--- src/source/padring_pkg.sv ---
package padring_pkg;

    // Latch word as seen by the pad ring
    typedef logic [11:0] cfg_word_t;

    localparam int CFG_ADDR_W = 6;      // Up to 60 user words plus 4 done words
    localparam int SERVICE_PADS = 4;    // Pads in front of the user pads

    // Electrical attributes, same bit order as the pad cell pins
    typedef struct packed {
        logic       slow_sel;
        logic       vtrip_sel;
        logic       ib_mode_sel;
        logic [2:0] dm;
    } pad_attr_t;

    // Per-pad reset defaults, 13 bits
    typedef struct packed {
        logic      cfg_en;     // Attributes may come from a latch word
        logic      out_val;
        logic      oe_val;     // Fixed oeb level
        logic      ie_val;     // Fixed ieb level
        logic      ovr_out;
        logic      ovr_oe;
        logic      ovr_ie;
        pad_attr_t attr;
    } pad_default_t;

    typedef struct packed {
        logic out;
        logic oeb;
        logic ieb;
    } pad_drive_t;

    typedef enum logic [2:0] {
        ROLE_DONE_OVR  = 3'd0,
        ROLE_DONE_LED  = 3'd1,
        ROLE_HEART_LED = 3'd2,
        ROLE_WR_LED    = 3'd3,
        ROLE_USER      = 3'd4
    } pad_role_e;

    // Upper word sits at the highest done address
    localparam logic [47:0] DONE_MAGIC = 48'hFEED_BADC_A77E;

    localparam pad_default_t DEF_INPUT   = 13'h04C1;  // Input only, dm 001
    localparam pad_default_t DEF_OUTPUT  = 13'h02C6;  // Push-pull output, dm 110
    localparam pad_default_t DEF_USER_IO = 13'h1006;  // Bidir, attributes configurable

    // Pad index to role
    function automatic pad_role_e pad_role(input int idx);
        case (idx)
            0:       return ROLE_DONE_OVR;
            1:       return ROLE_DONE_LED;
            2:       return ROLE_HEART_LED;
            3:       return ROLE_WR_LED;
            default: return ROLE_USER;
        endcase
    endfunction

    function automatic pad_default_t role_defaults(input pad_role_e role);
        case (role)
            ROLE_DONE_OVR: return DEF_INPUT;
            ROLE_USER:     return DEF_USER_IO;
            default:       return DEF_OUTPUT;  // The three status LEDs
        endcase
    endfunction

endpackage

--- src/source/cfg_latch_bank.sv ---
`timescale 1ns/1ps

module cfg_latch_bank #(
    parameter int USER_PADS = 8
) (
    input  logic                                     fabric_clk,
    input  logic                                     resetb,
    input  logic                                     cfg_wr_i,
    input  logic [padring_pkg::CFG_ADDR_W-1:0]       cfg_addr_i,
    input  padring_pkg::cfg_word_t                   cfg_data_i,
    output padring_pkg::cfg_word_t [USER_PADS+3:0]   words_o,
    output logic                                     wr_pulse_o
);
    import padring_pkg::*;

    // User words first, then the four done words
    localparam int NUM_WORDS = USER_PADS + 4;

    cfg_word_t [NUM_WORDS-1:0] words_q;
    logic                      addr_valid;

    // Anything past the done words is dropped
    assign addr_valid = (int'(cfg_addr_i) < NUM_WORDS);

    // Same cycle as the register write so the LED tracks the latch contents
    assign wr_pulse_o = cfg_wr_i && addr_valid;

    always_ff @(posedge fabric_clk or negedge resetb) begin
        if (!resetb) begin
            words_q <= '0;
        end else begin
            for (int i = 0; i < NUM_WORDS; i++) begin
                if (wr_pulse_o && (cfg_addr_i == CFG_ADDR_W'(i))) begin
                    words_q[i] <= cfg_data_i;
                end
            end
        end
    end

    assign words_o = words_q;

endmodule

--- src/source/fabric_status.sv ---
`timescale 1ns/1ps

module fabric_status #(
    parameter int HEART_BITS = 22
) (
    input  logic                             fabric_clk,
    input  logic                             resetb,
    input  padring_pkg::cfg_word_t [3:0]     done_words_i,
    input  logic                             done_ovr_i,
    input  logic                             wr_pulse_i,
    output logic                             done_o,
    output logic                             heart_o,
    output logic                             wr_led_o
);
    import padring_pkg::*;

    logic [HEART_BITS-1:0] beat_cnt;
    logic                  magic_ok;
    logic                  wr_led_q;

    // Four words concatenated, word 3 on top
    assign magic_ok = (done_words_i == DONE_MAGIC);

    // Override pad forces done without any configuration
    assign done_o = magic_ok | done_ovr_i;

    // Free-running heartbeat so the clock can be seen on a pad
    always_ff @(posedge fabric_clk or negedge resetb) begin
        if (!resetb) begin
            beat_cnt <= '0;
        end else begin
            beat_cnt <= beat_cnt + 1'b1;
        end
    end

    assign heart_o = beat_cnt[HEART_BITS-1];  // Half period is 2^(HEART_BITS-1)

    // One toggle per accepted latch write
    always_ff @(posedge fabric_clk or negedge resetb) begin
        if (!resetb) begin
            wr_led_q <= 1'b0;
        end else if (wr_pulse_i) begin
            wr_led_q <= ~wr_led_q;
        end
    end

    assign wr_led_o = wr_led_q;

endmodule

--- src/source/pad_ctrl.sv ---
`timescale 1ns/1ps

module pad_ctrl #(
    parameter padring_pkg::pad_default_t DEFAULTS = padring_pkg::DEF_USER_IO
) (
    input  logic                     done_i,
    input  padring_pkg::cfg_word_t   cfg_i,
    input  padring_pkg::pad_drive_t  sys_i,
    output padring_pkg::pad_drive_t  pad_o,
    output padring_pkg::pad_attr_t   attr_o
);
    import padring_pkg::*;

    pad_attr_t cfg_attr;
    logic      use_cfg;

    // Only the low six bits of a latch word carry attributes
    assign cfg_attr = pad_attr_t'(cfg_i[5:0]);

    // Configured attributes stay hidden until the fabric reports done
    assign use_cfg = DEFAULTS.cfg_en && done_i;

    // Each drive bit either fixed by the defaults or taken from the system side
    always_comb begin
        pad_o.out = DEFAULTS.ovr_out ? DEFAULTS.out_val : sys_i.out;
        pad_o.oeb = DEFAULTS.ovr_oe  ? DEFAULTS.oe_val  : sys_i.oeb;
        pad_o.ieb = DEFAULTS.ovr_ie  ? DEFAULTS.ie_val  : sys_i.ieb;
    end

    assign attr_o = use_cfg ? cfg_attr : DEFAULTS.attr;

endmodule

--- src/source/padring_top.sv ---
`timescale 1ns/1ps

module padring_top #(
    parameter int   USER_PADS  = 8,
    parameter int   HEART_BITS = 22,
    localparam int  NUM_PADS   = padring_pkg::SERVICE_PADS + USER_PADS
) (
    input  logic                                     fabric_clk,
    input  logic                                     resetb,

    // Latch write port
    input  logic                                     cfg_wr_i,
    input  logic [padring_pkg::CFG_ADDR_W-1:0]       cfg_addr_i,
    input  padring_pkg::cfg_word_t                   cfg_data_i,

    // User side of the pads
    input  logic [USER_PADS-1:0]                     user_out_i,
    input  logic [USER_PADS-1:0]                     user_t_i,   // High means input
    output logic [USER_PADS-1:0]                     user_in_o,

    // Pad side
    input  logic [NUM_PADS-1:0]                      pad_in_i,
    output padring_pkg::pad_drive_t [NUM_PADS-1:0]   pad_drive_o,
    output padring_pkg::pad_attr_t  [NUM_PADS-1:0]   pad_attr_o
);
    import padring_pkg::*;

    cfg_word_t [USER_PADS+3:0]  cfg_words;
    logic                       wr_pulse;
    logic                       done;
    logic                       heart;
    logic                       wr_led;
    logic [SERVICE_PADS-1:0]    svc_out;

    cfg_latch_bank #(
        .USER_PADS (USER_PADS)
    ) i_cfg_latch_bank (
        .fabric_clk (fabric_clk),
        .resetb     (resetb),
        .cfg_wr_i   (cfg_wr_i),
        .cfg_addr_i (cfg_addr_i),
        .cfg_data_i (cfg_data_i),
        .words_o    (cfg_words),
        .wr_pulse_o (wr_pulse)
    );

    fabric_status #(
        .HEART_BITS (HEART_BITS)
    ) i_fabric_status (
        .fabric_clk   (fabric_clk),
        .resetb       (resetb),
        .done_words_i (cfg_words[USER_PADS +: 4]),   // Done words follow the user words
        .done_ovr_i   (pad_in_i[int'(ROLE_DONE_OVR)]),
        .wr_pulse_i   (wr_pulse),
        .done_o       (done),
        .heart_o      (heart),
        .wr_led_o     (wr_led)
    );

    // Status bits by service pad index, pad 0 is an input and drives nothing
    assign svc_out = {wr_led, heart, done, 1'b0};

    for (genvar p = 0; p < NUM_PADS; p++) begin : g_pad
        localparam pad_role_e ROLE = pad_role(p);

        pad_drive_t sys_drive;
        cfg_word_t  pad_cfg;

        if (ROLE == ROLE_USER) begin : g_user
            assign sys_drive.out = user_out_i[p-SERVICE_PADS];
            assign sys_drive.oeb = user_t_i[p-SERVICE_PADS];
            assign sys_drive.ieb = ~user_t_i[p-SERVICE_PADS];
            assign pad_cfg       = cfg_words[p-SERVICE_PADS];
        end else begin : g_service
            // Override input versus LED outputs
            assign sys_drive.out = svc_out[p];
            assign sys_drive.oeb = (ROLE == ROLE_DONE_OVR);
            assign sys_drive.ieb = (ROLE != ROLE_DONE_OVR);
            assign pad_cfg       = '0;  // cfg_en is clear for these
        end

        pad_ctrl #(
            .DEFAULTS (role_defaults(ROLE))
        ) i_pad_ctrl (
            .done_i (done),
            .cfg_i  (pad_cfg),
            .sys_i  (sys_drive),
            .pad_o  (pad_drive_o[p]),
            .attr_o (pad_attr_o[p])
        );
    end

    assign user_in_o = pad_in_i[NUM_PADS-1:SERVICE_PADS];

endmodule

--- config.mk ---
export PLATFORM = sky130hd
export DESIGN_NAME = padring_top
export DESIGN_NICKNAME = d
export VERILOG_FILES = /design/src/source/padring_pkg.sv /design/src/source/cfg_latch_bank.sv /design/src/source/fabric_status.sv /design/src/source/pad_ctrl.sv /design/src/source/padring_top.sv
export SDC_FILE = /design/constraint.sdc
export NUM_CORES = 1
export LEC_CHECK = 0
export BUFFER_PORTS_ARGS = -buffer_cell sky130_fd_sc_hd__buf_2
export CAP_MARGIN = 40
export CORE_MARGIN = 5
export CORE_UTILIZATION = 35
export DETAILED_ROUTE_END_ITERATION = 10
export PLACE_DENSITY = 0.53
export SLEW_MARGIN = 5
export SYNTH_ARGS = -nofsm -noshare
export SYNTH_HDL_FRONTEND = slang
export SYNTH_HIERARCHICAL = 1
export SYNTH_SLANG_ARGS = --single-unit
--- constraint.sdc ---
create_clock -name fabric_clk -period 2.83 [get_ports fabric_clk]
set_clock_uncertainty 0.2 [all_clocks]
set_input_delay 0.283 -clock fabric_clk [delete_from_list [all_inputs] [get_ports fabric_clk]]
set_output_delay 0.283 -clock fabric_clk [all_outputs]
set_load 0.03 [all_outputs]
* Word level (Yosys, flattened, before mapping)
Cells that the tools add are included.
** Cells by class
- Add/subtract/negate cells :: 1
- Multipliers :: 0
- Div/mod/pow operators :: 0
- $lt $le $gt $ge :: 1
- Equal/unequal tests :: 12
- Shift-type cells :: 0
- Mux-type cells :: 8
- Bitwise operators :: 10
- Reductions and logical operators :: 14
** Operators by type and width (count)
- $eq 48x48->1 const B :: 1
- $mux 6 :: 8
- $eq 6x3->1 const B :: 4
- $eq 6x4->1 const B :: 4
- $add 22x1->22 const B :: 1
- $logic_and 1x1->1 :: 13
- $eq 6x2->1 const B :: 2
- $not 1->1 :: 9
- $eq 6x1->1 const B :: 1
- $logic_not 6->1 :: 1
- $lt 6x4->1 const B :: 1
- $or 1x1->1 :: 1
** Storage, ports and cells
- Bits in registers :: 119
- Bits in latches :: 0
- Memory bits (writable) :: 0
- ROM bits :: 0
- Bits of input ports :: 49
- Memories kept :: 0

* Depth between registers and ports, before layout
Gate-level depths: netlist of the first run.
- Word-level depth :: 3
- Depth in mapped cells :: 5

* Cells and area by module
The synthesis of the first run kept the hierarchy.
** By module, submodules not included
- cfg_latch_bank :: instances 1, cells each 337, area an instance 5470.2 um^2, sequential area each 3603.5 um^2
- fabric_status :: instances 1, cells each 96, area an instance 1157.4 um^2, sequential area each 575.6 um^2
- pad_ctrl at g_pad[10].i_pad_ctrl ... :: instances 8, cells each 9, area an instance 60.1 um^2, sequential area each 0.0 um^2
- pad_ctrl at g_pad[0].i_pad_ctrl ... :: instances 4, cells each 11, area an instance 75.1 um^2, sequential area each 0.0 um^2
- padring_top :: instances 1, cells each 18, area an instance 97.6 um^2, sequential area each 0.0 um^2

* Worst setup path before layout of the first run
No wires, ideal clock.
- Path type :: register -> output
- Start point :: register i_cfg_latch_bank.words_q, in the netlist i_cfg_latch_bank/words_o[108]
- End point :: output port pad_attr_o[24] in the netlist's numbering
- Data arrival time :: 2.210 ns
- Required time :: 2.347 ns
- Setup slack :: 0.137 ns
- Stages on the path, launching flop included :: 5
- Cells stage by stage :: dfrtp_1 -> or4b_1 -> nor4_1 -> a31o_1 -> and2_1
** RTL lines
- from (decl) :: line cfg_latch_bank.sv:19 : cfg_word_t [NUM_WORDS-1:0] words_q;
- from (signal, indexed assignment) :: line cfg_latch_bank.sv:34 : words_q[i] <= cfg_data_i;
- to (decl) :: line padring_top.sv:24 : output padring_pkg::pad_attr_t [NUM_PADS-1:0] pad_attr_o

==> results.ini, run 1 <==
[sta]
rsz0062_at_grt=true
timing.fmax_mhz=364
tightest_slew_ns=0.673
fin_crit_sh_pct=97.1
setup_viol=0
period_minus_slack_ns=2.75
timing.slew.headroom_pct=55.0
finalHoldViolCount=0
maxSlewViolCount=0

[routing]
wl_um=12800
wl_per_cell_um=16.7
ant_nets=0
viasPerCell=4.61
drt_iter0_markers=120
drc=0
vias=3542
drt_first_pass_iters=4

[critical_path]
worstSetupEndpointType=output pin
cp_max_fo=6
arrival_ns=2.27
startpoint=i_cfg_latch_bank/words_o[108]$_DFFE_PN0P_
critPathMostFrequentCell=buf_6
crit_type=flop to output pin
cp-start-kind=flop
r2r-end=i_fabric_status/beat_cnt[14]$_DFF_PN0_
slowest_stage=or4b_4
ff2ff_setup_slack_ns=1.13
worstPathCellList=or4b_4 -> nor4_4 -> a31o_4 -> buf_6 -> clkbuf_16 -> and2_1 -> buf_6
required_ns=2.35
r2r_cells=5
endpoint=pad_attr_o[54]
timing.rr.start=i_fabric_status/beat_cnt[0]$_DFF_PN0_
worst_path_largest_cell_delay_ns=0.55

[synthesis]
syn-mean-instance-area_um2=12.3
ys_warn_count=6
synth_area_mm2=0.00576
syn_inst=470

[clocking]
clock-sinks=119
ctsLongestPathBuffers=2
ctsRootBufferMaster=clkbuf_16
clkTransAtPathRegs_ns=0.05
cts_tree=yes
numCtsBuffers=17
clock_latency_ns=0.41
htree_levels=4

[layout]
area_growth_pct=24.5
drive_gt1_share_pct=47.2
diodes=0
final_common_cell=dfrtp_1
final_area_mm2=0.00717
final_cell_mix=119 x dfrtp_1, 96 x mux2_2, 60 x buf_2
fin_util_pct=43.9
fin_nets=586

[pwr]
total_leakage_power_nw=3.60
power.density_mw_per_mm2=697
vdd_ir_drop_max_mv=0.410

[floorplan]
die_h_um=138
die-area_mm2=0.0191
core_area_mm2=0.0163
pin_count=165
row_count=47
initial_core_util_pct=35.2
die_x_um=138

[hold_path]
hold_path.class=input port to flop

[global_routing]
use_met2_pct=21.6
antenna_found_initial=0
grt_pass1_vias=3708
track_usage_pct=13.8
overflow=0
grt_first_pass_wirelength_um=20800
busiest_layer=met2
grt_max_degree=48
grtUsageMet1_pct=17.6
grt_use_met3_pct=5.77

[placement]
io_buffers=96
place.gp.congestion=0.731
place_area_mm2=0.00606
dpl.hpwl_um=8400

[run_status]
status=finished, final reports clean

[job]
maxCapViolations=0

[repair_timing]
item                       CTS  global route
setup endpoints to repair   41            33
pin swaps                    2             1
gates cloned                 3             1
setup buffers                3             0
hold endpoints to repair    96             0
resized for setup           34            71
hold buffers                 7             0
[critical path, delay by kind of cell (launching register included)]
family | cells | cell delay (ns)
AO/OA/AOI/OAI | 1 | 0.23
flip-flops | 1 | 0.37
AND/OR/NAND/NOR | 3 | 0.85
buffers and inverters | 3 | 0.40
[registers in the layout (all words and copies together), names as in the netlist]
signal	flops
i_fabric_status/beat_cnt	22
i_cfg_latch_bank/words_o	96
i_fabric_status/wr_led_o	1
[cell type report]
| cell class | instances | area (µm²) |
|---|---|---|
| repair buffers | 116 | 973 |
| fillers | 1531 | 9180 |
| flip-flops and latches | 119 | 2980 |
| inverters | 10 | 37.5 |
| clock inverters | 8 | 144 |
| clock buffers | 24 | 482 |
| multi-input cells | 272 | 2280 |
| well taps | 220 | 275 |
[worst min-delay path by stage]
| stage | from | cells after the start | endpoint |
|---|---|---|---|
| 2_1_floorplan | resetb | 0 | i_cfg_latch_bank/words_o[0]$_DFFE_PN0P_ |
| 3_3_place_gp | resetb | 1 | i_fabric_status/beat_cnt[7]$_DFF_PN0_ |
| 3_5_place_dp | resetb | 1 | i_fabric_status/beat_cnt[7]$_DFF_PN0_ |
| 4_1_cts | cfg_addr_i[2] | 3 | i_fabric_status/wr_led_o$_DFFE_PN0P_ |
| 5_1_grt | cfg_addr_i[2] | 3 | i_fabric_status/wr_led_o$_DFFE_PN0P_ |
| 6_report | cfg_addr_i[2] | 3 | i_fabric_status/wr_led_o$_DFFE_PN0P_ |
[stage by stage]
stage	power (W)	hold slack (ns)	std cells	TNS (ns)	setup WS, ns
after floorplan	0.00256	-0.213	494	0	0.137
after detailed placement	0.00267	0.0312	723	0	0.303
after CTS	0.00502	0.0569	768	0	0.000107
after global placement	0.00265	0.0261	723	0	0.310
final	0.00500	0.0752	769	0	0.0807
after global routing	0.00523	0.0935	769	-0.0506	-0.0141
[layer usage]
metal  vias to the layer above  share of wire (%)
met2                       117                 48
met3                        12                7.0
met4                         0                1.0
li1                       1633                  -
met1                      1780                 44
met5                         -                  0
[report_power, final]
part	leakage [nW]	internal, W	switching (W)
clock	0.308	0.00154	0.000715
combinational	1.71	0.000337	0.000428
sequential	1.58	0.00189	0.0000887
total	3.60	0.00377	0.00123
No activity file was read; power rests on OpenSTA's default activity.
==> inputs of run 2 (changes only) <==
REMOVE_ABC_BUFFERS = 1   (was default)
==> results.ini, run 2 (same netlist as run 1, synthesis figures left out) <==
[sta]
timing.slew.headroom_pct=56.3  ; was 55.0%
tightest_slew_ns=0.653  ; was 0.673 ns
setup_viol=0  ; unchanged
finalHoldViolCount=0  ; unchanged
fin_crit_sh_pct=97.8  ; was 97.1%
timing.fmax_mhz=361  ; was 364 MHz
maxSlewViolCount=0  ; unchanged
period_minus_slack_ns=2.77  ; was 2.75 ns
setup_slack_ns=0.0634  ; was 0.0807 ns
rsz0062_at_grt=true  ; unchanged

[routing]
drc=0  ; unchanged
drt_iter0_markers=127  ; was 120
ant_nets=0  ; unchanged
wl_per_cell_um=16.7  ; about the same
vias=3470  ; was 3542
drt_first_pass_iters=6  ; was 4
wl_um=12800  ; about the same
viasPerCell=4.54  ; was 4.61

[critical_path]
path_depth=6  ; was 7
cp_max_fo=13  ; was 6
worst_path_largest_cell_delay_ns=0.56  ; was 0.55 ns
arrival_ns=2.28  ; was 2.27 ns
worstPathCellList=or4b_4 -> nor4_4 -> a31o_4 -> bufbuf_16 -> and2_1 -> buf_4  ; was or4b_4 -> nor4_4 -> a31o_4 -> buf_6 -> clkbuf_16 -> and2_1 -> buf_6
slowest_stage=or4b_4  ; unchanged
r2r_cells=5  ; unchanged
cp-start-kind=flop  ; unchanged
critPathTopFamily=simple AND/OR/NAND/NOR gates  ; unchanged
required_ns=2.35  ; about the same
cp.buffers_inverters=2  ; was 3
crit_type=flop to output pin  ; unchanged
worstSetupEndpointType=output pin  ; unchanged

[floorplan]
row_count=47  ; unchanged
core_area_mm2=0.0163  ; unchanged
pin_count=165  ; unchanged
die-area_mm2=0.0191  ; unchanged
die_x_um=138  ; unchanged
initial_core_util_pct=35.2  ; unchanged
die_h_um=138  ; unchanged

[placement]
place.gp.congestion=0.729  ; was 0.731
place_area_mm2=0.00605  ; was 0.00606 mm²
io_buffers=96  ; unchanged
dpl.hpwl_um=8650  ; was 8400 µm
dp_slack_ns=0.246  ; was 0.303 ns

[global_routing]
grt_max_degree=72  ; was 48
antenna_found_initial=0  ; unchanged
grt_first_pass_wirelength_um=20600  ; was 20800 µm
grt_pass1_vias=3698  ; was 3708
track_usage_pct=13.6  ; was 13.8%
overflow=0  ; unchanged

[layout]
drive_gt1_share_pct=46.7  ; was 47.2%
n_fill_cell=1559  ; was 1531
final_common_cell=dfrtp_1  ; unchanged
final_area_mm2=0.00711  ; was 0.00717 mm²
fin_util_pct=43.5  ; was 43.9%
fin_nets=581  ; was 586
largest_register_ffs=96  ; unchanged
area_growth_pct=23.5  ; was 24.5%
ff_latch_area_mm2=0.00298  ; unchanged
multiInputGateArea_mm2=0.00227  ; was 0.00228 mm²
final_cell_mix=119 x dfrtp_1, 96 x mux2_2, 61 x buf_2  ; was 119 x dfrtp_1, 96 x mux2_2, 60 x buf_2

[clocking]
clkTransAtPathRegs_ns=0.06  ; was 0.05 ns
htree_levels=4  ; unchanged
clock-sinks=119  ; unchanged
ctsLongestPathBuffers=2  ; unchanged
cts_tree=yes  ; unchanged
numCtsBuffers=17  ; unchanged
ctsRootBufferMaster=clkbuf_16  ; unchanged
clock_latency_ns=0.41  ; about the same

[run_status]
status=finished, final reports clean  ; unchanged

[pwr]
p_total_w=0.00519  ; was 0.00500 W
total_leakage_power_nw=3.56  ; was 3.60 nW
vdd_ir_drop_max_mv=0.412  ; was 0.410 mV
power.density_mw_per_mm2=730  ; was 697 mW/mm²

[hold_path]
holdPathStages=4  ; was 3
hold_path.class=input port to flop  ; unchanged

[job]
maxCapViolations=0  ; unchanged

==> run 2: changes by cell type in the layout (fill, tap and decap cells not counted), sizes merged <==
cell,change
clkinv,-1
clkbuf,-7
diode,+1
clkinvlp,+3
inv,+2
bufinv,+2
buf,-5
bufbuf,+1
==> run 2: path summary, 6_finish.rpt <==
check,start,to,slack [ns]
setup / recovery,i_cfg_latch_bank/words_o[108]$_DFFE_PN0P_,pad_attr_o[48],0.06
hold / removal,cfg_wr_i,i_fabric_status/wr_led_o$_DFFE_PN0P_,0.06
setup reg to reg,i_fabric_status/beat_cnt[0]$_DFF_PN0_,i_fabric_status/beat_cnt[14]$_DFF_PN0_,1.05
hold reg to reg,i_fabric_status/beat_cnt[0]$_DFF_PN0_,i_fabric_status/beat_cnt[0]$_DFF_PN0_,0.27
max in group asynchronous,resetb,i_cfg_latch_bank/words_o[88]$_DFFE_PN0P_,1.36
min in group asynchronous,resetb,i_fabric_status/beat_cnt[1]$_DFF_PN0_,0.27
==> run 2: timing repair <==
action | in CTS | in global routing
cloned | 2 | 0
setup buffers | 1 | 0
gates resized for setup | 57 | 21
pin swaps | 2 | 1
endpoints found under the hold margin | 67 | 0
hold buffers | 7 | 0
endpoints found under the setup margin | 49 | 41
==> run 2: worst min-delay path, stage by stage <==
cell and delay (ns):
buf_2 0.12, nand2_1 0.05, a21oi_1 0.04, xor2_1 0.11
==> run 2: final cells by class <==
cell class	instances	share of cell area (%)
well taps	220	3.87
diodes	1	0.0352
flip-flops and latches	119	41.9
clock inverters	14	3.46
clock buffers	18	6.17
inverters	10	0.528
multi-input cells	272	32.0
repair buffers	111	12.1
==> run 2: stage by stage <==
step / hold WS (ns) / cells / setup TNS [ns]
2_1_floorplan: -0.213 / 401 / -2.57
3_3_place_gp: 0.144 / 722 / 0
3_5_place_dp: 0.154 / 722 / 0
4_1_cts: 0.0343 / 764 / -0.163
5_1_grt: 0.0720 / 764 / -0.124
6_report: 0.0553 / 765 / 0
==> run 2: power breakdown <==
| group | switching (W) | internal [W] | total [W] |
|---|---|---|---|
| combinational | 0.000416 | 0.000317 | 0.000734 |
| sequential | 0.0000905 | 0.00189 | 0.00198 |
| clock | 0.000791 | 0.00168 | 0.00247 |
==> run 2: metal layers <==
layer | GRT usage [%] | routed length [µm]
met1 | 16.9 | 5500
met2 | 22.3 | 6400
met3 | 4.77 | 710
met4 | 4.21 | 174
met5 | 0 | 0
==> inputs of run 3 (changes only) <==
PLACE_DENSITY = 0.55   (was 0.53)
SYNTH_HIERARCHICAL = default   (was 1)
==> results.ini, run 3 <==
[critical_path]
arrival_ns=2.18  ; was 2.28 ns
crit_type=flop to output pin  ; unchanged
worstSetupEndpointType=output pin  ; unchanged
timing.rr.start=i_fabric_status.beat_cnt[2]$_DFF_PN0_  ; was i_fabric_status/beat_cnt[0]$_DFF_PN0_
startpoint=i_cfg_latch_bank.words_o[122]$_DFFE_PN0P_  ; was i_cfg_latch_bank/words_o[108]$_DFFE_PN0P_
r2r_cells=4  ; was 5
slowest_stage=dfrtp_1  ; was or4b_4
worstPathCellList=nand4bb_1 -> nor4_1 -> a41o_1 -> buf_12 -> and2_1 -> buf_2  ; was or4b_4 -> nor4_4 -> a31o_4 -> bufbuf_16 -> and2_1 -> buf_4
cp_max_fo=49  ; was 13
critPathTopFamily=simple AND/OR/NAND/NOR gates  ; unchanged
worst_path_largest_cell_delay_ns=0.37  ; was 0.56 ns
cp-start-kind=flop  ; unchanged
path_depth=6  ; unchanged
cp.buffers_inverters=2  ; unchanged
required_ns=2.35  ; about the same

[global_routing]
track_usage_pct=12.9  ; was 13.6%
overflow=0  ; unchanged
antenna_found_initial=0  ; unchanged
grt_pass1_vias=3462  ; was 3698
grt_first_pass_wirelength_um=18300  ; was 20600 µm
grt_max_degree=52  ; was 72

[routing]
vias=3395  ; was 3470
drt_iter0_markers=105  ; was 127
drc=0  ; unchanged
wl_um=11400  ; was 12800 µm
ant_nets=0  ; unchanged
wl_per_cell_um=15.2  ; was 16.7 µm
viasPerCell=4.50  ; was 4.54
drt_first_pass_iters=4  ; was 6

[pwr]
power.density_mw_per_mm2=695  ; was 730 mW/mm²
vdd_ir_drop_max_mv=0.472  ; was 0.412 mV
p_seq_share_pct=43.4  ; was 38.2%
p_switching_w=0.00116  ; was 0.00130 W
clkPwrFrac_pct=42.4  ; was 47.7%
p_total_w=0.00457  ; was 0.00519 W
intPower_w=0.00341  ; was 0.00389 W
netSwitchingFraction_pct=25.3  ; was 25.0%
comb_power_share_pct=14.2  ; was 14.1%
total_leakage_power_nw=3.30  ; was 3.56 nW

[sta]
tightest_slew_ns=0.655  ; was 0.653 ns
finalHoldViolCount=0  ; unchanged
finalSetupTns_ns=0  ; unchanged
period_minus_slack_ns=2.67  ; was 2.77 ns
rsz0062_at_grt=false  ; was true
maxSlewViolCount=0  ; unchanged
fin_crit_sh_pct=94.2  ; was 97.8%
timing.slew.headroom_pct=56.3  ; about the same
setup_viol=0  ; unchanged
timing.fmax_mhz=375  ; was 361 MHz

[floorplan]
initial_core_util_pct=35.3  ; was 35.2%
pin_count=165  ; unchanged
die_x_um=136  ; was 138 µm
core_area_mm2=0.0158  ; was 0.0163 mm²
die_h_um=136  ; was 138 µm
row_count=46  ; was 47
die-area_mm2=0.0186  ; was 0.0191 mm²

[synthesis]
synth_ff_type=dfrtp_1
synth_area_mm2=0.00557  ; was 0.00576 mm²
async_flop_share_pct=100
synth_area_leaders=dfrtp_1 53%, mux2_2 19%, buf_4 8.2%
synth_commonest_cells=119 x dfrtp_1, 96 x mux2_2, 61 x buf_4
syn_inst=445  ; was 470
ys_seq_area_share_pct=53.4
yosysMostFrequentCell=dfrtp_1
ys_seq_elements=119
yosysTopAreaCell=dfrtp_1
synth_top_area_share_pct=53.4
ys_warn_count=0  ; was 6
synth_edf_count=0
yosys.cell_types.count=31
syn-mean-instance-area_um2=12.5  ; was 12.3 µm²

[run_status]
status=finished, final reports clean  ; unchanged

[hold_path]
min_from=cfg_addr_i[3]  ; was cfg_wr_i
hold_path.class=input port to flop  ; unchanged
holdPathStages=3  ; was 4

[layout]
largest_register_ffs=96  ; unchanged
fin_nets=577  ; was 581
final_common_cell=dfrtp_1  ; unchanged
final_cell_mix=119 x dfrtp_1, 96 x mux2_2, 95 x buf_2  ; was 119 x dfrtp_1, 96 x mux2_2, 61 x buf_2
diodes=0  ; was 1
drive_gt1_share_pct=42.0  ; was 46.7%
area_growth_pct=17.9  ; was 23.5%

[placement]
dpl.hpwl_um=8120  ; was 8650 µm
place.gp.congestion=0.698  ; was 0.729
io_buffers=96  ; unchanged

[clocking]
clkTransAtPathRegs_ns=0.05  ; was 0.06 ns
numCtsBuffers=17  ; unchanged
htree_levels=4  ; unchanged
ctsRootBufferMaster=clkbuf_16  ; unchanged
ctsLongestPathBuffers=2  ; unchanged
clock_latency_ns=0.41  ; about the same
clock-sinks=119  ; unchanged
cts_tree=yes  ; unchanged

[job]
maxCapViolations=0  ; unchanged

[run 3: worst paths after layout]
check                                                           end  slack (ns)
setup reg to reg             i_fabric_status.beat_cnt[21]$_DFF_PN0_        0.98
min in group asynchronous  i_cfg_latch_bank.words_o[74]$_DFFE_PN0P_        0.26
hold reg to reg               i_fabric_status.beat_cnt[0]$_DFF_PN0_        0.25
hold / removal                 i_fabric_status.wr_led_o$_DFFE_PN0P_        0.09
setup / recovery                                     pad_attr_o[36]        0.16
max in group asynchronous  i_cfg_latch_bank.words_o[53]$_DFFE_PN0P_        1.30
[run 3: timing repair]
item	in CTS	in global routing
resized for setup	0	0
hold buffers	7	0
hold endpoints to repair	73	0
buffers inserted	0	0
[run 3: cell families after synthesis]
group | share of synthesized area (%)
other | 0.135
adders and majority gates | 0.224
xor gates and xnor gates | 3.30
buffers and inverters | 10.4
muxes | 19.4
AOI/OAI and AO/OA | 0.269
DFF | 53.4
and+or+nand+nor | 12.8
[run 3: layout make-up]
class,instances,area (µm²)
clock inverter,4,45.0
timing repair buffer,108,616
multi-input combinational,270,2130
tap,216,270
sequential,119,2980
clock buffer,26,489
fill,1528,9200
inverter,11,41.3
[run 3: power by group through the flow]
stage | Clock, W | Sequential [W] | Combinational [W]
after floorplan | 0 | 0.00199 | 0.000429
after global placement | 0 | 0.00200 | 0.000640
after detailed placement | 0 | 0.00201 | 0.000651
after CTS | 0.00199 | 0.00198 | 0.000661
after global routing | 0.00207 | 0.00200 | 0.000705
final | 0.00194 | 0.00198 | 0.000650
[run 3: worst min-delay path: stages]
cell and delay [ns]:
buf_2 0.15, a21oi_1 0.10, xor2_1 0.12
[run 3: through the flow]
| stage | hold slack [ns] | instances | area [µm²] | setup WS (ns) | utilization [%] |
|---|---|---|---|---|---|
| floorplan | -0.213 | 400 | 5150 | 0.233 | - |
| global placement | 0.152 | 717 | 5970 | 0.578 | 37.8 |
| detailed placement | 0.159 | 717 | 5970 | 0.571 | 37.8 |
| CTS | 0.0684 | 754 | 6570 | 0.123 | 41.7 |
| global route | 0.0961 | 754 | 6570 | 0.00839 | 41.7 |
| finish | 0.0939 | 754 | 6570 | 0.163 | 41.7 |
[run 3: routing by layer]
layer / global-route usage [%] / vias up / routed length [µm]
met5: 1.11 / - / 0
met4: 5.04 / 0 / 162
met3: 4.63 / 17 / 901
met2: 19.7 / 129 / 5160
met1: 16.6 / 1670 / 5210
li1: - / 1579 / -
